===== src/common/ll_pkg.sv =====
// Shared link widths, beat field positions and the PHY word union, imported by RTL and bench
`default_nettype none

package ll_pkg;

  //////////////////////////////////////////////////////////////////////
  // Link widths

  // One PHY channel word
  localparam int phy_w = 80;
  // One stream beat with tvalid folded in
  localparam int st_w = 74;
  // Online and strobe delay values
  localparam int dly_w = 16;
  // Half beat carried per gen1 word
  localparam int half_w = 37;

  //////////////////////////////////////////////////////////////////////
  // Stream beat layout

  localparam int st_tdata_lsb  = 0;
  localparam int st_tdata_msb  = 63;
  localparam int st_tkeep_lsb  = 64;
  localparam int st_tkeep_msb  = 71;
  localparam int st_tlast_bit  = 72;
  localparam int st_tvalid_bit = 73;

  //////////////////////////////////////////////////////////////////////
  // PHY word views

  // Full rate, whole beat per word
  typedef struct packed {
    logic              mrk;
    logic [1:0]        rsvd_hi;
    logic              stb;
    logic [1:0]        rsvd_lo;
    logic [st_w-1:0]   beat;
  } gen2_word_t;

  // Half rate, upper 40 bits idle
  typedef struct packed {
    logic [39:0]       rsvd_hi;
    logic              mrk;
    logic              stb;
    logic              rsvd_lo;
    logic [half_w-1:0] half;
  } gen1_word_t;

  // Same 80 bits, decoded by m_gen2_mode
  typedef union packed {
    gen2_word_t gen2_view;
    gen1_word_t gen1_view;
  } phy_word_u;

endpackage

`default_nettype wire


===== src/hdl/ll_auto_sync.sv =====
// Link bring-up timing, delays online levels and generates the automatic marker and strobe bits
`timescale 1ns/1ps
`default_nettype none

module ll_auto_sync import ll_pkg::*; #(
  parameter bit PERSISTENT_MARKER = 1'b0,
  parameter bit PERSISTENT_STROBE = 1'b0
) (
  input  logic             clk_wr,
  input  logic             rst_n,

  // Raw online levels
  input  logic             tx_online,
  input  logic             rx_online,

  // Programmed delays in clk_wr cycles
  input  logic [dly_w-1:0] delay_x_value,
  input  logic [dly_w-1:0] delay_y_value,
  input  logic [dly_w-1:0] delay_z_value,

  // User requests
  input  logic             tx_mrk_userbit,
  input  logic             tx_stb_userbit,

  output logic             tx_online_delay,
  output logic             rx_online_delay,
  output logic             tx_auto_mrk_userbit,
  output logic             tx_auto_stb_userbit
);

  //////////////////////////////////////////////////////////////////////
  // Online delay counters

  // Index 0 is rx, index 1 is tx
  logic [1:0]       online_in;
  logic [1:0]       online_q;
  logic [dly_w-1:0] dly_val [2];
  logic [dly_w-1:0] dly_cnt [2];

  assign online_in  = {tx_online, rx_online};
  assign dly_val[0] = delay_x_value;
  assign dly_val[1] = delay_y_value;

  for (genvar i = 0; i < 2; i++) begin : g_online
    always_ff @(posedge clk_wr) begin
      if (!rst_n) begin
        online_q[i] <= 1'b0;
        dly_cnt[i]  <= '0;
      end else if (!online_in[i]) begin
        // Offline, keep the count armed and drop at once
        online_q[i] <= 1'b0;
        dly_cnt[i]  <= dly_val[i];
      end else if (!online_q[i]) begin
        // Count down, level rises when empty
        if (dly_cnt[i] == '0) begin
          online_q[i] <= 1'b1;
        end else begin
          dly_cnt[i] <= dly_cnt[i] - 1'b1;
        end
      end
    end
  end

  assign rx_online_delay = online_q[0];
  assign tx_online_delay = online_q[1];

  //////////////////////////////////////////////////////////////////////
  // Strobe spacing

  logic [dly_w-1:0] stb_cnt;
  logic             stb_done;
  logic             stb_q;

  always_ff @(posedge clk_wr) begin
    if (!rst_n) begin
      stb_cnt  <= '0;
      stb_done <= 1'b0;
      stb_q    <= 1'b0;
    end else if (!tx_online_delay) begin
      stb_cnt  <= delay_z_value;
      stb_done <= 1'b0;
      stb_q    <= 1'b0;
    end else if (stb_done) begin
      stb_q <= 1'b0;
    end else if (stb_cnt <= 1) begin
      // Period reached
      stb_q   <= PERSISTENT_STROBE ? 1'b1 : tx_stb_userbit;
      stb_cnt <= delay_z_value;
      // Single shot stops here
      stb_done <= ~PERSISTENT_STROBE;
    end else begin
      stb_q   <= 1'b0;
      stb_cnt <= stb_cnt - 1'b1;
    end
  end

  assign tx_auto_stb_userbit = stb_q;

  //////////////////////////////////////////////////////////////////////
  // Marker

  // Never set while tx link is down
  assign tx_auto_mrk_userbit = tx_online_delay & (PERSISTENT_MARKER | tx_mrk_userbit);

endmodule

`default_nettype wire


===== src/axi_st_d64_nordy_slave_concat/axi_st_d64_nordy_slave_concat.sv =====
// PHY side of the slave, unpacks rx words into beats and packs marker and strobe into tx words
`timescale 1ns/1ps
`default_nettype none

module axi_st_d64_nordy_slave_concat import ll_pkg::*; (
  input  logic             clk_wr,
  input  logic             rst_n,

  // 1 selects full rate word layout
  input  logic             m_gen2_mode,

  // Delayed online levels
  input  logic             rx_online,
  input  logic             tx_online,

  // Automatic sync bits
  input  logic             tx_mrk_userbit,
  input  logic             tx_stb_userbit,

  // PHY channel
  input  logic [phy_w-1:0] rx_phy0,
  output logic [phy_w-1:0] tx_phy0,

  // Beat toward the user block
  output logic [st_w-1:0]  rx_st_data,
  output logic             rx_st_push,

  output logic             half_sync_err
);

  //////////////////////////////////////////////////////////////////////
  // Receive input register

  phy_word_u rx_word_q;
  logic      rx_vld_q;

  // Word capture every cycle
  always_ff @(posedge clk_wr) begin
    rx_word_q <= rx_phy0;
  end

  // Online level aligned with the captured word
  always_ff @(posedge clk_wr) begin
    if (!rst_n) begin
      rx_vld_q <= 1'b0;
    end else begin
      rx_vld_q <= rx_online;
    end
  end

  //////////////////////////////////////////////////////////////////////
  // Gen1 half assembly

  logic              gen1_mrk;
  logic              gen1_act;
  logic [half_w-1:0] lo_half_q;
  logic              half_vld_q;
  logic              half_err_q;

  assign gen1_mrk = rx_word_q.gen1_view.mrk;
  // Decoding a half rate word this cycle
  assign gen1_act = rx_vld_q & ~m_gen2_mode;

  // Low half holding register
  always_ff @(posedge clk_wr) begin
    if (gen1_act && !gen1_mrk) begin
      lo_half_q <= rx_word_q.gen1_view.half;
    end
  end

  always_ff @(posedge clk_wr) begin
    if (!rst_n) begin
      half_vld_q <= 1'b0;
      half_err_q <= 1'b0;
    end else if (!gen1_act) begin
      half_vld_q <= 1'b0;
    end else if (!gen1_mrk) begin
      // Newer low half replaces an older one
      half_vld_q <= 1'b1;
    end else begin
      half_vld_q <= 1'b0;
      // High half with nothing to pair with
      if (!half_vld_q) begin
        half_err_q <= 1'b1;
      end
    end
  end

  assign half_sync_err = half_err_q;

  //////////////////////////////////////////////////////////////////////
  // Beat output

  // Gen2 pushes every online word, gen1 only on a paired high half
  assign rx_st_push = rx_vld_q & (m_gen2_mode | (gen1_mrk & half_vld_q));

  assign rx_st_data = m_gen2_mode ? rx_word_q.gen2_view.beat
                                  : {rx_word_q.gen1_view.half, lo_half_q};

  //////////////////////////////////////////////////////////////////////
  // Transmit word

  phy_word_u tx_word;
  phy_word_u tx_word_q;
  logic      tx_phase_q;

  always_comb begin
    tx_word = '0;
    if (m_gen2_mode) begin
      tx_word.gen2_view.mrk = tx_mrk_userbit;
      tx_word.gen2_view.stb = tx_stb_userbit;
    end else begin
      // Marker only on odd phase
      tx_word.gen1_view.mrk = tx_phase_q & tx_mrk_userbit;
      tx_word.gen1_view.stb = tx_stb_userbit;
    end
  end

  always_ff @(posedge clk_wr) begin
    if (!rst_n) begin
      tx_word_q  <= '0;
      tx_phase_q <= 1'b0;
    end else if (!tx_online) begin
      // Quiet channel, phase restarts at 0
      tx_word_q  <= '0;
      tx_phase_q <= 1'b0;
    end else begin
      tx_word_q  <= tx_word;
      tx_phase_q <= ~tx_phase_q;
    end
  end

  assign tx_phy0 = tx_word_q;

endmodule

`default_nettype wire


===== src/hdl/axi_st_d64_nordy_slave_name.sv =====
// User side of the slave, registers each beat onto the stream ports and keeps debug status
`timescale 1ns/1ps
`default_nettype none

module axi_st_d64_nordy_slave_name import ll_pkg::*; (
  input  logic            clk_wr,
  input  logic            rst_n,

  // Beat from the PHY block
  input  logic [st_w-1:0] rx_st_data,
  input  logic            rx_st_push,

  // Status inputs
  input  logic            rx_online,
  input  logic            tx_online,
  input  logic            half_sync_err,

  // Stream channel
  output logic [7:0]      user_tkeep,
  output logic [63:0]     user_tdata,
  output logic            user_tlast,
  output logic            user_tvalid,

  output logic [31:0]     rx_st_debug_status
);

  logic        beat_vld;
  logic [15:0] beat_cnt_q;

  assign beat_vld = rx_st_data[st_tvalid_bit];

  //////////////////////////////////////////////////////////////////////
  // Output register

  // Payload, held between pushes
  always_ff @(posedge clk_wr) begin
    if (rx_st_push) begin
      // Invalid beat shows zeroed fields
      user_tdata <= beat_vld ? rx_st_data[st_tdata_msb:st_tdata_lsb] : '0;
      user_tkeep <= beat_vld ? rx_st_data[st_tkeep_msb:st_tkeep_lsb] : '0;
      user_tlast <= beat_vld & rx_st_data[st_tlast_bit];
    end
  end

  // One cycle pulse per valid beat
  always_ff @(posedge clk_wr) begin
    if (!rst_n) begin
      user_tvalid <= 1'b0;
    end else begin
      user_tvalid <= rx_st_push & beat_vld;
    end
  end

  //////////////////////////////////////////////////////////////////////
  // Debug status

  // Valid beat count, wraps at 16 bits
  always_ff @(posedge clk_wr) begin
    if (!rst_n) begin
      beat_cnt_q <= '0;
    end else if (rx_st_push && beat_vld) begin
      beat_cnt_q <= beat_cnt_q + 1'b1;
    end
  end

  assign rx_st_debug_status = {13'b0, half_sync_err, tx_online, rx_online, beat_cnt_q};

endmodule

`default_nettype wire


===== src/hdl/axi_st_d64_nordy_slave_top.sv =====
// Top of the receive-only no-ready AXI-Stream slave, wires sync, PHY and user blocks together
`timescale 1ns/1ps
`default_nettype none

module axi_st_d64_nordy_slave_top import ll_pkg::*; #(
  parameter bit PERSISTENT_MARKER = 1'b0,
  parameter bit PERSISTENT_STROBE = 1'b0
) (
  input  logic             clk_wr,
  input  logic             rst_n,

  // Link control
  input  logic             tx_online,
  input  logic             rx_online,

  // PHY channel
  input  logic [phy_w-1:0] rx_phy0,
  output logic [phy_w-1:0] tx_phy0,

  // Configuration
  input  logic             m_gen2_mode,
  input  logic             tx_mrk_userbit,
  input  logic             tx_stb_userbit,
  input  logic [dly_w-1:0] delay_x_value,
  input  logic [dly_w-1:0] delay_y_value,
  input  logic [dly_w-1:0] delay_z_value,

  // Stream channel
  output logic [7:0]       user_tkeep,
  output logic [63:0]      user_tdata,
  output logic             user_tlast,
  output logic             user_tvalid,

  output logic [31:0]      rx_st_debug_status
);

  //////////////////////////////////////////////////////////////////////
  // Interconnect

  logic            tx_online_delay;
  logic            rx_online_delay;
  logic            tx_auto_mrk_userbit;
  logic            tx_auto_stb_userbit;
  logic [st_w-1:0] rx_st_data;
  logic            rx_st_push;
  logic            half_sync_err;

  //////////////////////////////////////////////////////////////////////
  // Link bring-up

  ll_auto_sync #(
    .PERSISTENT_MARKER (PERSISTENT_MARKER),
    .PERSISTENT_STROBE (PERSISTENT_STROBE)
  ) ll_auto_sync_i (
    .clk_wr              (clk_wr),
    .rst_n               (rst_n),
    .tx_online           (tx_online),
    .rx_online           (rx_online),
    .delay_x_value       (delay_x_value),
    .delay_y_value       (delay_y_value),
    .delay_z_value       (delay_z_value),
    .tx_mrk_userbit      (tx_mrk_userbit),
    .tx_stb_userbit      (tx_stb_userbit),
    .tx_online_delay     (tx_online_delay),
    .rx_online_delay     (rx_online_delay),
    .tx_auto_mrk_userbit (tx_auto_mrk_userbit),
    .tx_auto_stb_userbit (tx_auto_stb_userbit)
  );

  //////////////////////////////////////////////////////////////////////
  // PHY side

  // Sees only the delayed online levels
  axi_st_d64_nordy_slave_concat concat_i (
    .clk_wr         (clk_wr),
    .rst_n          (rst_n),
    .m_gen2_mode    (m_gen2_mode),
    .rx_online      (rx_online_delay),
    .tx_online      (tx_online_delay),
    .tx_mrk_userbit (tx_auto_mrk_userbit),
    .tx_stb_userbit (tx_auto_stb_userbit),
    .rx_phy0        (rx_phy0),
    .tx_phy0        (tx_phy0),
    .rx_st_data     (rx_st_data),
    .rx_st_push     (rx_st_push),
    .half_sync_err  (half_sync_err)
  );

  //////////////////////////////////////////////////////////////////////
  // User side

  axi_st_d64_nordy_slave_name name_i (
    .clk_wr             (clk_wr),
    .rst_n              (rst_n),
    .rx_st_data         (rx_st_data),
    .rx_st_push         (rx_st_push),
    .rx_online          (rx_online_delay),
    .tx_online          (tx_online_delay),
    .half_sync_err      (half_sync_err),
    .user_tkeep         (user_tkeep),
    .user_tdata         (user_tdata),
    .user_tlast         (user_tlast),
    .user_tvalid        (user_tvalid),
    .rx_st_debug_status (rx_st_debug_status)
  );

endmodule

`default_nettype wire


===== config.mk =====
export PLATFORM = sky130hd
export DESIGN_NAME = axi_st_d64_nordy_slave_top
export DESIGN_NICKNAME = d
export VERILOG_FILES = /design/src/common/ll_pkg.sv /design/src/hdl/ll_auto_sync.sv /design/src/axi_st_d64_nordy_slave_concat/axi_st_d64_nordy_slave_concat.sv /design/src/hdl/axi_st_d64_nordy_slave_name.sv /design/src/hdl/axi_st_d64_nordy_slave_top.sv
export SDC_FILE = /design/constraint.sdc
export NUM_CORES = 1
export LEC_CHECK = 0
export BUFFER_PORTS_ARGS = -buffer_cell sky130_fd_sc_hd__buf_4
export CAP_MARGIN = 40
export CELL_PAD_IN_SITES_DETAIL_PLACEMENT = 0
export CELL_PAD_IN_SITES_GLOBAL_PLACEMENT = 1
export CORE_MARGIN = 2
export CORE_UTILIZATION = 36
export DETAILED_ROUTE_END_ITERATION = 7
export PLACE_DENSITY = 0.79
export RECOVER_POWER = 100
export SYNTH_ARGS = -nofsm -noshare
export SYNTH_HDL_FRONTEND = slang
export SYNTH_SLANG_ARGS = --single-unit
export TNS_END_PERCENT = 20

===== constraint.sdc =====
create_clock -name clk_wr -period 5.7 [get_ports clk_wr]
set_input_delay 1.14 -clock clk_wr [delete_from_list [all_inputs] [get_ports clk_wr]]
set_output_delay 1.14 -clock clk_wr [all_outputs]
set_load 0.02 [all_outputs]

== Yosys cells after proc, flatten, opt, wreduce, memory -nomap -nowiden ==
Memories as Yosys holds them, arrays and structs flattened.
Index checks and enable logic that the tools add are counted.
Storage, ports and cells
  flip-flop bits (word level): 305
  RAM bits: 32
  input bits: 135
  output and inout bits: 186
  word-level logic and storage cells: 89
  memories: 1
Memory list
  ll_auto_sync_i.dly_cnt: words 2, width 16, read ports 2, clocked after Yosys merged registers in 0, wr ports 2, RTL line ll_auto_sync.sv:38  | logic [dly_w-1:0] dly_cnt [2];
Operators by class
  add/sub/neg operators: 4
  magnitude comparators: 1
  equality and inequality tests: 1
  multiplexer cells: 32
  bitwise operators: 18
  reductions and logical operators: 13
Operator list (count)
  16-bit two-way mux: 7
  74-bit two-way mux: 1
  16-bit by 1-bit subtractor with 16-bit output (second input constant): 3
  16-bit zero test: 2
  1-bit two-way mux: 24
  16-bit by 1-bit adder with 16-bit output (second input constant): 1
  16-bit by 1-bit less-or-equal comparator with 1-bit output (second input constant): 1
  2-bit AND reduction: 4
  1-bit bitwise AND: 7
  1-bit inverter: 6
  3-bit AND reduction: 2
  1-bit bitwise OR: 5
  4-bit OR reduction: 1
  3-bit OR reduction: 1
  1-bit logical AND: 2
  2-bit inequality test (second input constant): 1
  1-bit zero test: 1

== Logic depth before layout (Yosys ltp) ==
Gate-level depths: netlist of the first run.
An unclocked memory read counts as a cell.
  word-level depth: 8
  mapped depth: 8
  gate-level depth less buffers: 7

== Cells and area by module ==
Synthesis of the first run repeated with hierarchy kept, for this count alone.
Second synthesis, totals
  cells, all modules: 889
  area, all modules: 10990.5 sq um
Modules (own cells, without submodules)
  axi_st_d64_nordy_slave_concat: times used 1, cells each 296, area an instance 4346.7 sq um, sequential area each 2752.6 sq um
  axi_st_d64_nordy_slave_name: times used 1, cells each 252, area an instance 3592.2 sq um, sequential area each 2532.4 sq um
  ll_auto_sync: times used 1, cells each 341, area an instance 3051.7 sq um, sequential area each 1361.3 sq um

== Least setup slack after synthesis of the first run ==
OpenSTA, ideal clock, no wires.
  kind: input -> register
  from: in m_gen2_mode
  to: reg name_i.user_tdata[0] (enable)
  arrival: 5.052 ns
  data required time: 5.187 ns
  setup slack: 0.135 ns
  stages: 4
  path buffers: 2
  cell sequence: clkbuf_1 > buf_1 > a21oi_1 > nor2b_1
Between the ends
  cells in the longest elaborated chain, start to end: 2
RTL lines
  start: declaration: RTL line axi_st_d64_nordy_slave_top.sv:21  | input logic m_gen2_mode,
  1-bit bitwise OR: RTL line axi_st_d64_nordy_slave_concat.sv:95  | assign rx_st_push = rx_vld_q & (m_gen2_mode | (gen1_mrk & half_vld_q));
  1-bit bitwise AND: RTL line axi_st_d64_nordy_slave_concat.sv:95
  net concat_i.rx_st_push: RTL line axi_st_d64_nordy_slave_concat.sv:26  | output logic rx_st_push,
  end signal: assignment: RTL line axi_st_d64_nordy_slave_name.sv:39  | user_tdata <= beat_vld ? rx_st_data[st_tdata_msb:st_tdata_lsb] : '0;
  end: declaration: RTL line axi_st_d64_nordy_slave_name.sv:20  | output logic [63:0] user_tdata,
The timed path passes the listed nets, and every way through them passes these cells.
A chain may end at the register's enable or synchronous reset.

== Worst setup path after layout of the first run ==
  from: in m_gen2_mode
  to: reg name_i.user_tdata[57] (enable)
The elaborated chain is that of the path after synthesis.

==> metrics.md, run 1 <==
| Metric | Value |
|---|---|
| Violated checks | `capacitance limit, slew limit` |
| Worst EP arrival | `4.02 ns` |
| Global-route wire length before repair | `about 35000 um` |
| Startpoint Class | `input pin` |
| WHS Path Cells | `1` |
| Hold Vio Cnt, Final | `0` |
| CTS clk-pin slew, worst paths | `0.06 ns` |
| Hold Crit Class | `flip-flop to flip-flop` |
| Post_cts resized | `0` |
| Slew Limit Headroom | `-0.144` |
| PortBufs | `225` |
| Worst Setup SP | `m_gen2_mode` |
| Worst ir drop on vdd | `0.000191 V` |
| Placement Setup Slack | `~2.8 ns` |
| Pwr dens | `about 340 mW/mm2` |
| I/O Pins | `321` |
| GR Overflow Total | `0` |
| CTS tree | `built` |
| Post-layout util | `0.450` |
| Setup bufs post-CTS | `0` |
| Via count | `7015` |
| TNS Setup | `0 ns` |
| Iter 0 DRT Violations | `324` |
| RSZ-0062 raised after global routing | `false` |
| Clock sink total | `261` |
| FF+latch count, synth | `between 200 and 300` |
| Vias/cell | `around 4.6` |
| Post-route ant nets | `0` |
| DRC | `0` |
| Drt pass-1 iters | `5` |
| Slowest-stage cell, CP | `clkbuf_2` |
| CP required | `5.83 ns` |
| Core box area | `0.0289 mm2` |
| Num CTS Buffers | `28` |
| Die W | `176 um` |
| F_max | `between 200 and 300 MHz` |
| Skew final | `0.0169 ns` |
| Most frequent CP cell | `clkbuf_1` |
| Fillers | `2792` |
| Post-synth top area cell | `edfxtp_1` |
| DP Cell Count | `1489` |
| Total Nets Final | `1277` |
| Rows | `62` |
| Reg2reg start | `concat_i.rx_word_q[39]` |
| Synth cell types | `61` |
| Routed WL per cell | `between 15 and 20 um` |
| Hold Path Origin | `concat_i.tx_phase_q` |
| Min Tclk post-route | `around 4 ns` |
| Max_cap viols | `1` |
| Setup Viol. Count Final | `0` |
| Dpl cell area | `0.0125 mm2` |
| Slew Limit Fails | `67` |
| Antenna cells | `0` |
| H-tree Lvls | `1` |
| Layout area overhead | `22.2%` |
| CTS Buffer Depth | `3` |
| Synth Warn # | `0` |
| Outcome | `finished with violations` |
| Root Buffer | `clkbuf_16` |
| Synthesized instance count | `902` |
| R2R Setup Slk | `between 2 and 3 ns` |
| Final worst setup slack | `1.81 ns` |
| Worst setup EP type | `flip-flop` |
| Main synth FF type | `edfxtp_1` |
| Worst reg2reg path depth | `4` |
| Top-area cell type share of the netlist area | `0.401` |
| Starting Density | `0.368` |
| Worst Tran Pin Value | `1.72 ns` |
| Dpl hpwl | `16000 um` |
| Initial antenna violation count | `0` |
| Vias in the first global route | `6672` |
| Layout Cells excl Fill | `1541` |
| CP max FO | `66` |
| Hold-critical path endpoint | `concat_i.tx_phase_q` |
| Largest net degree at the start of global routing | `67` |
| Crit path buf inv count | `3` |
| Family with the most delay on the worst path | `buffers and inverters` |
| Share of cells above drive strength 1 | `0.156` |
| WHS | `approximately 0.4 ns` |
| GRT Overall Usage | `0.141` |
| Leakage | `5.07 nW` |
| Crit path largest cell delay | `1.31 ns` |
| WL final | `23300 um` |
| GP Congestion | `0.794` |
| Reg-to-Reg End | `name_i.user_tdata[57]` |
| Worst-Skew Late Latency | `between 0.5 and 0.6 ns` |
| FFs w/ async S/R, synth | `0` |
| Final instance area | `0.0130 mm2` |
| CTS Hold Buffers Added | `0` |
| Sequential-to-total area share from yosys stat | `0.625` |
| EDFF count, synth | `142` |
| Synth area leaders | `edfxtp_1 40%, dfxtp_1 22%, mux2i_1 7.0%` |
| Synth Area per Inst | `approximately 12 um2` |
| Die area | `around 0.031 mm2` |
| Critical path type | `input pin to flip-flop` |
| Die height | `176 um` |
| Design Power | `4.41 mW` |
| Cell Chain, Critical Path | `clkbuf_1, a21oi_1, nor2b_4, clkbuf_1, clkbuf_2` |
| Tcrit/Tclk final | `0.683` |
| Mapped Area | `0.0106 mm2` |
[metal layers]
metal | routed length [um] | GRT usage | share of wire
met1 | 10700 | 0.191 | 0.46
met2 | 10700 | 0.231 | 0.46
met3 | 1580 | 0.0290 | 0.068
met4 | 352 | 0.0351 | 0.015
met5 | 0 | 0 | 0
[worst max-delay path by stage]
stage                                   endpoint  slack, ns  depth (start not counted)
detailed placement         name_i.beat_cnt_q[15]       2.81                          6
global placement    ll_auto_sync_i.dly_cnt[1][4]       2.30                          5
CTS                       rx_st_debug_status[17]       3.21                          2
finish                     name_i.user_tdata[57]       1.81                          5
global route               name_i.user_tdata[57]       1.49                          5
floorplan                   name_i.user_tdata[0]       0.14                          4
[state kept, by name, indices dropped and copies added (netlist names), 4 cells and up]
register,count
concat_i.rx_word_q,74
name_i.user_tdata,64
concat_i.lo_half_q,37
ll_auto_sync_i.dly_cnt,32
ll_auto_sync_i.stb_cnt,16
name_i.beat_cnt_q,16
name_i.user_tkeep,8
concat_i.tx_phy0,4
[synthesized netlist by cell type, drive strengths merged, types with 3 or more instances]
cell type  count
dfxtp        119
o211ai         3
nor3b          3
nor4          14
nand3         13
nand3b         3
or3            6
o21ai         45
mux2i         74
nor3          22
and2           6
inv           21
ha             7
a31oi          7
and3           4
buf           99
nor2         111
or4            8
nand2         66
a21oi         14
xnor2         27
clkbuf        25
xor2          14
a211o          3
nand4          5
nor2b          6
edfxtp       142
[cells by family (layout without fill, tap and decap cells)]
family / count (synthesis) / in the layout / synth area share
buf+inv: 146 / 313 / 0.0847
xor+xnor: 41 / 41 / 0.0338
simple gates: 275 / 275 / 0.121
fa+ha+maj: 7 / 7 / 0.00824
other cells: 1 / 89 / 0.000353
compound gates: 96 / 96 / 0.0561
flops: 261 / 261 / 0.625
mux: 75 / 75 / 0.0707
[final cells by class]
cell class | instances | area (um2) | share of cell area
tap | 384 | 480 | 0.0370
clock buffer | 42 | 795 | 0.0611
timing repair buffer | 239 | 1420 | 0.109
sequential | 261 | 6650 | 0.511
clock inverter | 10 | 154 | 0.0118
inverter | 22 | 82.6 | 0.00635
multi-input combinational | 583 | 3420 | 0.263
[report_power, final]
part	internal, mW	switching [mW]	total, mW
registers	2.07	0.0596	2.13
logic	0.183	0.237	0.420
clock network	1.14	0.719	1.86
total	3.39	1.02	4.41
[cell usage in the layout (no fill, tap or decap), types with 4 or more instances in the layout]
cell type	synthesis	routed
bufinv_16	0	4
nand4_1	5	5
nor2_1	111	111
clkbuf_4	0	74
or4_1	6	6
o21ai_0	42	44
and3_1	4	4
nor4_1	13	13
clkbuf_1	25	118
nor2b_1	6	5
inv_1	21	21
nand3_1	12	12
nand2_1	66	66
edfxtp_1	142	142
and2_1	6	5
nor3_1	22	22
conb_1	1	89
a21oi_1	14	14
buf_4	93	54
xnor2_1	27	27
xor2_1	14	14
or3_1	6	6
clkbuf_16	0	29
dfxtp_1	119	119
ha_1	7	7
mux2i_1	74	74
a31oi_1	7	7
[worst reg2reg max path: stages (launching register included)]
cell,delay (ns)
dfxtp_1,0.44
a21oi_1,0.14
nor2b_4,0.15
clkbuf_1,0.38
clkbuf_2,1.31
Note: power is estimated with default switching activity, not from simulation.
==> inputs of run 2 (changes only) <==
Settings changed: CORE_UTILIZATION 36 to 40, PLACE_DENSITY 0.79 to 0.83.
Clock period 5.7 ns to 4 ns, I/O delays scaled along.
==> metrics.md, run 2 (same netlist as run 1, synthesis figures left out) <==
| Metric | Value |
|---|---|
| CTS Hold Buffers Added | `0 (unchanged)` |
| DRC | `0 (unchanged)` |
| Die area | `0.0279 mm2 (was 0.0309 mm2)` |
| Clock share of power | `0.401 (was 0.422)` |
| Register area | `0.00665 mm2 (unchanged)` |
| Layout area overhead | `20.5% (was 22.2%)` |
| Routed WL per cell | `15.4 um (was 15.1 um)` |
| Startpoint Class | `input pin (unchanged)` |
| Pwr dens | `472 mW/mm2 (was 339 mW/mm2)` |
| PortBufs | `225 (unchanged)` |
| Reg-to-Reg End | `name_i.user_tdata[61] (was name_i.user_tdata[57])` |
| GRT Overall Usage | `0.158 (was 0.141)` |
| Top reg by flops | `concat_i.rx_word_q (unchanged)` |
| Iter 0 DRT Violations | `466 (was 324)` |
| Num CTS Buffers | `29 (was 28)` |
| Layout Cells excl Fill | `1492 (was 1541)` |
| Rows | `59 (was 62)` |
| Largest net degree at the start of global routing | `74 (was 67)` |
| Worst ir drop on vdd | `0.000373 V (was 0.000191 V)` |
| Die W | `167 um (was 176 um)` |
| Violated checks | `capacitance limit, slew limit (unchanged)` |
| Die height | `167 um (was 176 um)` |
| Vias/cell | `4.72 (was 4.55)` |
| Core box area | `0.0261 mm2 (was 0.0289 mm2)` |
| TNS Setup | `0 ns (unchanged)` |
| Worst reg2reg path depth | `3 (was 4)` |
| Max_cap viols | `4 (was 1)` |
| Initial antenna violation count | `2 (was 0)` |
| CTS Buffer Depth | `3 (unchanged)` |
| Worst setup EP type | `flip-flop (unchanged)` |
| Clock sink total | `261 (unchanged)` |
| Critical path type | `input pin to flip-flop (unchanged)` |
| Reg2reg start | `concat_i.rx_word_q[39] (unchanged)` |
| Setup Viol. Count Final | `0 (unchanged)` |
| Power share of the sequential group | `0.501 (was 0.483)` |
| Capture point of the worst path | `ll_auto_sync_i.dly_cnt[0][2] (was name_i.user_tdata[57])` |
| Switching share of power | `0.239 (was 0.231)` |
| Dpl hpwl | `15500 um (was 16000 um)` |
| Total Nets Final | `1275 (was 1277)` |
| Most frequent cells in the layout | `142 x edfxtp_1, 119 x dfxtp_1, 116 x clkbuf_1 (was 142 x edfxtp_1, 119 x dfxtp_1, 118 x clkbuf_1)` |
| Internal | `4.61 mW (was 3.39 mW)` |
| Slew Limit Fails | `221 (was 67)` |
| Sw power | `1.45 mW (was 1.02 mW)` |
| Multi-input logic area | `0.00343 mm2 (was 0.00342 mm2)` |
| F_max | `347 MHz` |
| H-tree Lvls | `1 (unchanged)` |
| Leakage | `5.01 nW (was 5.07 nW)` |
| Worst-Skew Late Latency | `0.54 ns (about the same)` |
| Starting Density | `0.408 (was 0.368)` |
| Regs by FF count | `concat_i.rx_word_q: 74 flops, name_i.user_tdata: 64 flops, concat_i.lo_half_q: 37 flops (unchanged)` |
| GP Congestion | `0.844 (was 0.794)` |
| RSZ-0062 raised after global routing | `false (unchanged)` |
| CTS tree | `built (unchanged)` |
| Post-route ant nets | `0 (unchanged)` |
| WL final | `23000 um (was 23300 um)` |
| Setup bufs post-CTS | `0 (unchanged)` |
| CP max FO | `27 (was 66)` |
| Worst Tran Pin Value | `1.97 ns (was 1.72 ns)` |
| Largest register FFs | `74 (unchanged)` |
| Skew final | `0.0234 ns (was 0.0169 ns)` |
| Post_cts resized | `0 (unchanged)` |
| CP required | `4.35 ns (was 5.83 ns)` |
| I/O Pins | `321 (unchanged)` |
| Slew Limit Headroom | `-0.310 (was -0.144)` |
| Post-layout util | `0.492 (was 0.450)` |
| Outcome | `finished with violations (unchanged)` |
| Tcrit/Tclk final | `0.721` |
| Hold Crit Class | `input pin to flip-flop (was flip-flop to flip-flop)` |
| Share of cells above drive strength 1 | `0.156 (about the same)` |
| Vias in the first global route | `6830 (was 6672)` |
| Combinational share of power | `0.099 (was 0.095)` |
| Root Buffer | `clkbuf_16 (unchanged)` |
| Via count | `7048 (was 7015)` |
| Worst EP arrival | `3.23 ns (was 4.02 ns)` |
| Fillers | `2455 (was 2792)` |
| Worst Setup SP | `rst_n (was m_gen2_mode)` |
| CTS clk-pin slew, worst paths | `0.06 ns (about the same)` |
| Most common cell after layout, fill and taps aside | `edfxtp_1 (unchanged)` |
| R2R Setup Slk | `1.43 ns (was 2.82 ns)` |
| Global-route wire length before repair | `36200 um (was 35400 um)` |
| Hold Vio Cnt, Final | `0 (unchanged)` |
| DP Cell Count | `1437 (was 1489)` |
| GR Overflow Total | `0 (unchanged)` |
| Drt pass-1 iters | `4 (was 5)` |
| Min Tclk post-route | `2.88 ns` |
==> run 2: cell count changes in the layout (fill, tap and decap cells not counted), moves of 2 or more <==
cell and delta:
clkbuf_4 -2, clkinvlp_4 +2, clkbuf_2 +2, bufinv_16 -3, clkbuf_1 -2, diode_2 +2, clkbuf_8 -2, clkinv_2 +4
==> run 2: area by class of cell <==
| cell class | instances | share of cell area |
|---|---|---|
| sequential | 261 | 0.519 |
| multi-input combinational | 583 | 0.268 |
| timing repair buffer | 236 | 0.107 |
| clock buffer | 40 | 0.0598 |
| tap | 335 | 0.0327 |
| clock inverter | 13 | 0.00771 |
| inverter | 22 | 0.00644 |
| antenna | 2 | 0.000391 |
==> run 2: how the worst min path moves through the flow <==
stage	start	endpoint	slack, ns	cells past startpoint
floorplan	concat_i.tx_phase_q	concat_i.tx_phase_q	0.39	1
detailed placement	concat_i.tx_phase_q	concat_i.tx_phase_q	0.41	1
global route	rx_phy0[10]	concat_i.rx_word_q[10]	0.35	1
CTS	rx_phy0[53]	concat_i.rx_word_q[53]	0.33	1
global placement	concat_i.tx_phase_q	concat_i.tx_phase_q	0.41	1
finish	rx_phy0[53]	concat_i.rx_word_q[53]	0.38	1
==> run 2: layer usage <==
layer / track usage / vias up / part of all wire
met3: 0.0318 / 30 / 0.065
met5: 0 / - / 0
met1: 0.210 / 3345 / 0.45
met2: 0.268 / 216 / 0.48
met4: 0.0326 / 0 / 0.013
li1: - / 3457 / -
==> run 2: power by group through the flow <==
stage	Clock, mW	Combinational, mW	Sequential, mW
floorplan	0	0.487	3.07
global placement	0	0.595	3.08
detailed placement	0	0.605	3.09
CTS	2.50	0.611	3.03
global route	2.63	0.665	3.04
finish	2.43	0.598	3.03
==> run 2: metrics by stage <==
stage / instance area (um2) / setup WS [ns] / power, mW / hold WS, ns
after floorplan: 11000 / -0.533 / 3.55 / 0.393
after detailed placement: 12400 / 1.25 / 3.69 / 0.411
after CTS: 13200 / 1.51 / 6.14 / 0.333
after global routing: 12800 / 0.800 / 6.34 / 0.351
final: 12800 / 1.12 / 6.05 / 0.383
after global placement: 12400 / 1.26 / 3.68 / 0.408
==> run 2: worst max-delay path: stages <==
cell and delay, ns:
clkbuf_1 0.89, inv_1 0.46, nor2_1 0.48, clkbuf_1 0.38, nand2_1 0.10, o21ai_0 0.10
==> inputs of run 3 (changes only) <==
Settings changed: ABC_AREA from default to 1, CORE_UTILIZATION 40 to 39, PLACE_DENSITY 0.83 to 0.84.
Clock period 4 ns to 2.9 ns, I/O delays scaled along.
==> metrics.md, run 3 <==
| Metric | Value |
|---|---|
| GP Congestion | `0.838 (was 0.844)` |
| Die W | `175 um (was 167 um)` |
| Global-route wire length before repair | `40500 um (was 36200 um)` |
| Dpl hpwl | `17300 um (was 15500 um)` |
| CTS Buffer Depth | `3 (unchanged)` |
| Iter 0 DRT Violations | `498 (was 466)` |
| CTS Hold Buffers Added | `0 (unchanged)` |
| Synth area leaders | `edfxtp_1 37%, dfxtp_1 21%, nand2_1 14% (was edfxtp_1 40%, dfxtp_1 22%, mux2i_1 7.0%)` |
| Most common cell in the netlist | `nand2_1 (was edfxtp_1)` |
| Drt pass-1 iters | `5 (was 4)` |
| Root Buffer | `clkbuf_16 (unchanged)` |
| Top reg by flops | `concat_i.rx_word_q (unchanged)` |
| Leakage | `6.47 nW (was 5.01 nW)` |
| Clock sink total | `261 (unchanged)` |
| Largest register FFs | `74 (unchanged)` |
| Vias in the first global route | `7978 (was 6830)` |
| Most frequent CP cell | `inv_1 (was clkbuf_1)` |
| WHS | `0.156 ns (was 0.383 ns)` |
| Core box area | `0.0288 mm2 (was 0.0261 mm2)` |
| GR Overflow Total | `0 (unchanged)` |
| Tcrit/Tclk final | `0.775` |
| Slowest-stage cell, CP | `clkbuf_2 (was clkbuf_1)` |
| Synthesized instance count | `1290 (was 902)` |
| Initial antenna violation count | `1 (was 2)` |
| Starting Density | `0.397 (was 0.408)` |
| Vias/cell | `4.35 (was 4.72)` |
| Outcome | `finished with violations (unchanged)` |
| Layout area overhead | `19.8% (was 20.5%)` |
| Sequential-to-total area share from yosys stat | `0.582 (was 0.625)` |
| Fillers | `2842 (was 2455)` |
| TNS Setup | `0 ns (unchanged)` |
| Worst Tran Pin Value | `1.58 ns (was 1.97 ns)` |
| Final worst setup slack | `0.651 ns (was 1.12 ns)` |
| Setup Viol. Count Final | `0 (unchanged)` |
| Post_cts resized | `0 (unchanged)` |
| WL final | `25700 um (was 23000 um)` |
| DRC | `0 (unchanged)` |
| Share of cells above drive strength 1 | `0.132 (was 0.156)` |
| Worst EP arrival | `2.54 ns (was 3.23 ns)` |
| RSZ-0062 raised after global routing | `false (unchanged)` |
| Min Tclk post-route | `2.25 ns` |
| PortBufs | `225 (unchanged)` |
| Max_cap viols | `2 (was 4)` |
| Slew Limit Fails | `147 (was 221)` |
| CTS clk-pin slew, worst paths | `0.06 ns (about the same)` |
| Cell Chain, Critical Path | `buf_4, inv_1, clkbuf_2, o21ai_0, nand2_1, inv_1 (was clkbuf_1, inv_1, nor2_1, clkbuf_1, nand2_1, o21ai_0)` |
| H-tree Lvls | `1 (unchanged)` |
| Top-area cell type share of the netlist area | `0.373 (was 0.401)` |
| Synth cell types | `35 (was 61)` |
| Violated checks | `capacitance limit, slew limit (unchanged)` |
| Via count | `8374 (was 7048)` |
| Rows | `62 (was 59)` |
| Worst ir drop on vdd | `0.000400 V (was 0.000373 V)` |
| CP max FO | `73 (was 27)` |
| Main synth FF type | `edfxtp_1 (unchanged)` |
| F_max | `445 MHz` |
| Pwr dens | `630 mW/mm2 (was 472 mW/mm2)` |
| Multi-input logic area | `0.00366 mm2 (was 0.00343 mm2)` |
| Most common cell after layout, fill and taps aside | `nand2_1 (was edfxtp_1)` |
| Slew Limit Headroom | `-0.0547 (was -0.310)` |
| Critical path type | `input pin to flip-flop (unchanged)` |
| Hold Crit Class | `input pin to flip-flop (unchanged)` |
| Post-route ant nets | `0 (unchanged)` |
| FFs w/ async S/R, synth | `0 (unchanged)` |
| GRT Overall Usage | `0.163 (was 0.158)` |
| Worst setup EP type | `flip-flop (unchanged)` |
| FF+latch count, synth | `261 (unchanged)` |
| Post-layout util | `0.475 (was 0.492)` |
| Routed WL per cell | `13.3 um (was 15.4 um)` |
| Most frequent cells in the layout | `427 x nand2_1, 151 x inv_1, 142 x edfxtp_1 (was 142 x edfxtp_1, 119 x dfxtp_1, 116 x clkbuf_1)` |
| Placement Setup Slack | `0.681 ns (was 1.25 ns)` |
| Die area | `0.0307 mm2 (was 0.0279 mm2)` |
| Die height | `175 um (was 167 um)` |
| Setup bufs post-CTS | `0 (unchanged)` |
| Post-synth top area cell | `edfxtp_1 (unchanged)` |
| Synth cell count leaders | `424 x nand2_1, 148 x inv_1, 142 x edfxtp_1 (was 142 x edfxtp_1, 119 x dfxtp_1, 111 x nor2_1)` |
| Largest net degree at the start of global routing | `74 (unchanged)` |
| Num CTS Buffers | `29 (unchanged)` |
| Register area | `0.00665 mm2 (unchanged)` |
| Startpoint Class | `input pin (unchanged)` |
| Synth Warn # | `0 (unchanged)` |
| Hold Vio Cnt, Final | `0 (unchanged)` |
| Crit path largest cell delay | `1.15 ns (was 0.89 ns)` |
| Total Nets Final | `1659 (was 1275)` |
| Synth Area per Inst | `8.86 um2 (was 11.8 um2)` |
| CTS tree | `built (unchanged)` |
| Skew final | `0.0100 ns (was 0.0234 ns)` |
| Mapped Area | `0.0114 mm2 (was 0.0106 mm2)` |
| EDFF count, synth | `142 (unchanged)` |
| Worst-Skew Late Latency | `0.54 ns (about the same)` |
| Regs by FF count | `concat_i.rx_word_q: 74 flops, name_i.user_tdata: 64 flops, concat_i.lo_half_q: 37 flops (unchanged)` |
| CP required | `3.19 ns (was 4.35 ns)` |
| I/O Pins | `321 (unchanged)` |
-- run 3: cell types whose count changed after synthesis, sizes merged, moves of 12 or more --
cell and change:
nand3 +17, inv +130, nand2 +362, xnor2 -15
nor4 -12, or2 +16, mux2i -74, a21oi +20
-- run 3: cell families (layout without fill, tap and decap cells) --
group	count (synthesis)	after routing	synth area share
AND/OR/NAND/NOR	618	618	0.220
buffers and inverters	280	442	0.124
flip-flops	261	261	0.582
AO/OA/AOI/OAI	90	90	0.0409
XOR/XNOR	33	33	0.0253
adder cells (fa/ha/maj)	7	7	0.00767
other	1	90	0.000328
-- run 3: power by group --
group          total [mW]  internal (mW)  switching [mW]
clock                3.59           2.10            1.49
sequential           4.16           4.05           0.104
combinational       0.880          0.332           0.548
-- run 3: final timing paths --
kind	startpoint	to	slack, ns	cells after the start
setup reg to reg	concat_i.rx_word_q[39]	name_i.beat_cnt_q[9]	0.77	7
hold / removal	rx_phy0[36]	concat_i.rx_word_q[36]	0.16	1
hold reg to reg	concat_i.tx_phase_q	concat_i.tx_phase_q	0.41	1
setup / recovery	m_gen2_mode	name_i.user_tdata[33]	0.65	6
-- run 3: layout make-up --
cell class | instances | share of cell area
flip-flops and latches | 261 | 0.486
multi-input cells | 837 | 0.267
repair buffers | 236 | 0.102
clock buffers | 31 | 0.0536
inverters | 152 | 0.0417
well taps | 384 | 0.0351
clock inverters | 23 | 0.0146
diodes | 1 | 0.000183
-- run 3: through the flow --
step                instances  cell area [um2]  power [mW]
floorplan                1378            11800        4.93
global placement         1869            13200        5.11
detailed placement       1870            13200        5.13
CTS                      1924            14100        8.73
global route             1924            13700        9.00
finish                   1925            13700        8.62
-- run 3: worst max-delay path: cells and delay by family --
| kind | cells | cell delay (ns) |
|---|---|---|
| AO/OA/AOI/OAI | 1 | 0.25 |
| buffers and inverters | 4 | 1.58 |
| AND/OR/NAND/NOR | 1 | 0.11 |
-- run 3: layer usage --
metal	global-route usage	up-vias	share of wire
li1	-	4312	-
met1	0.212	3787	0.44
met2	0.276	241	0.46
met3	0.0350	34	0.074
met4	0.0392	0	0.023
met5	0	-	0
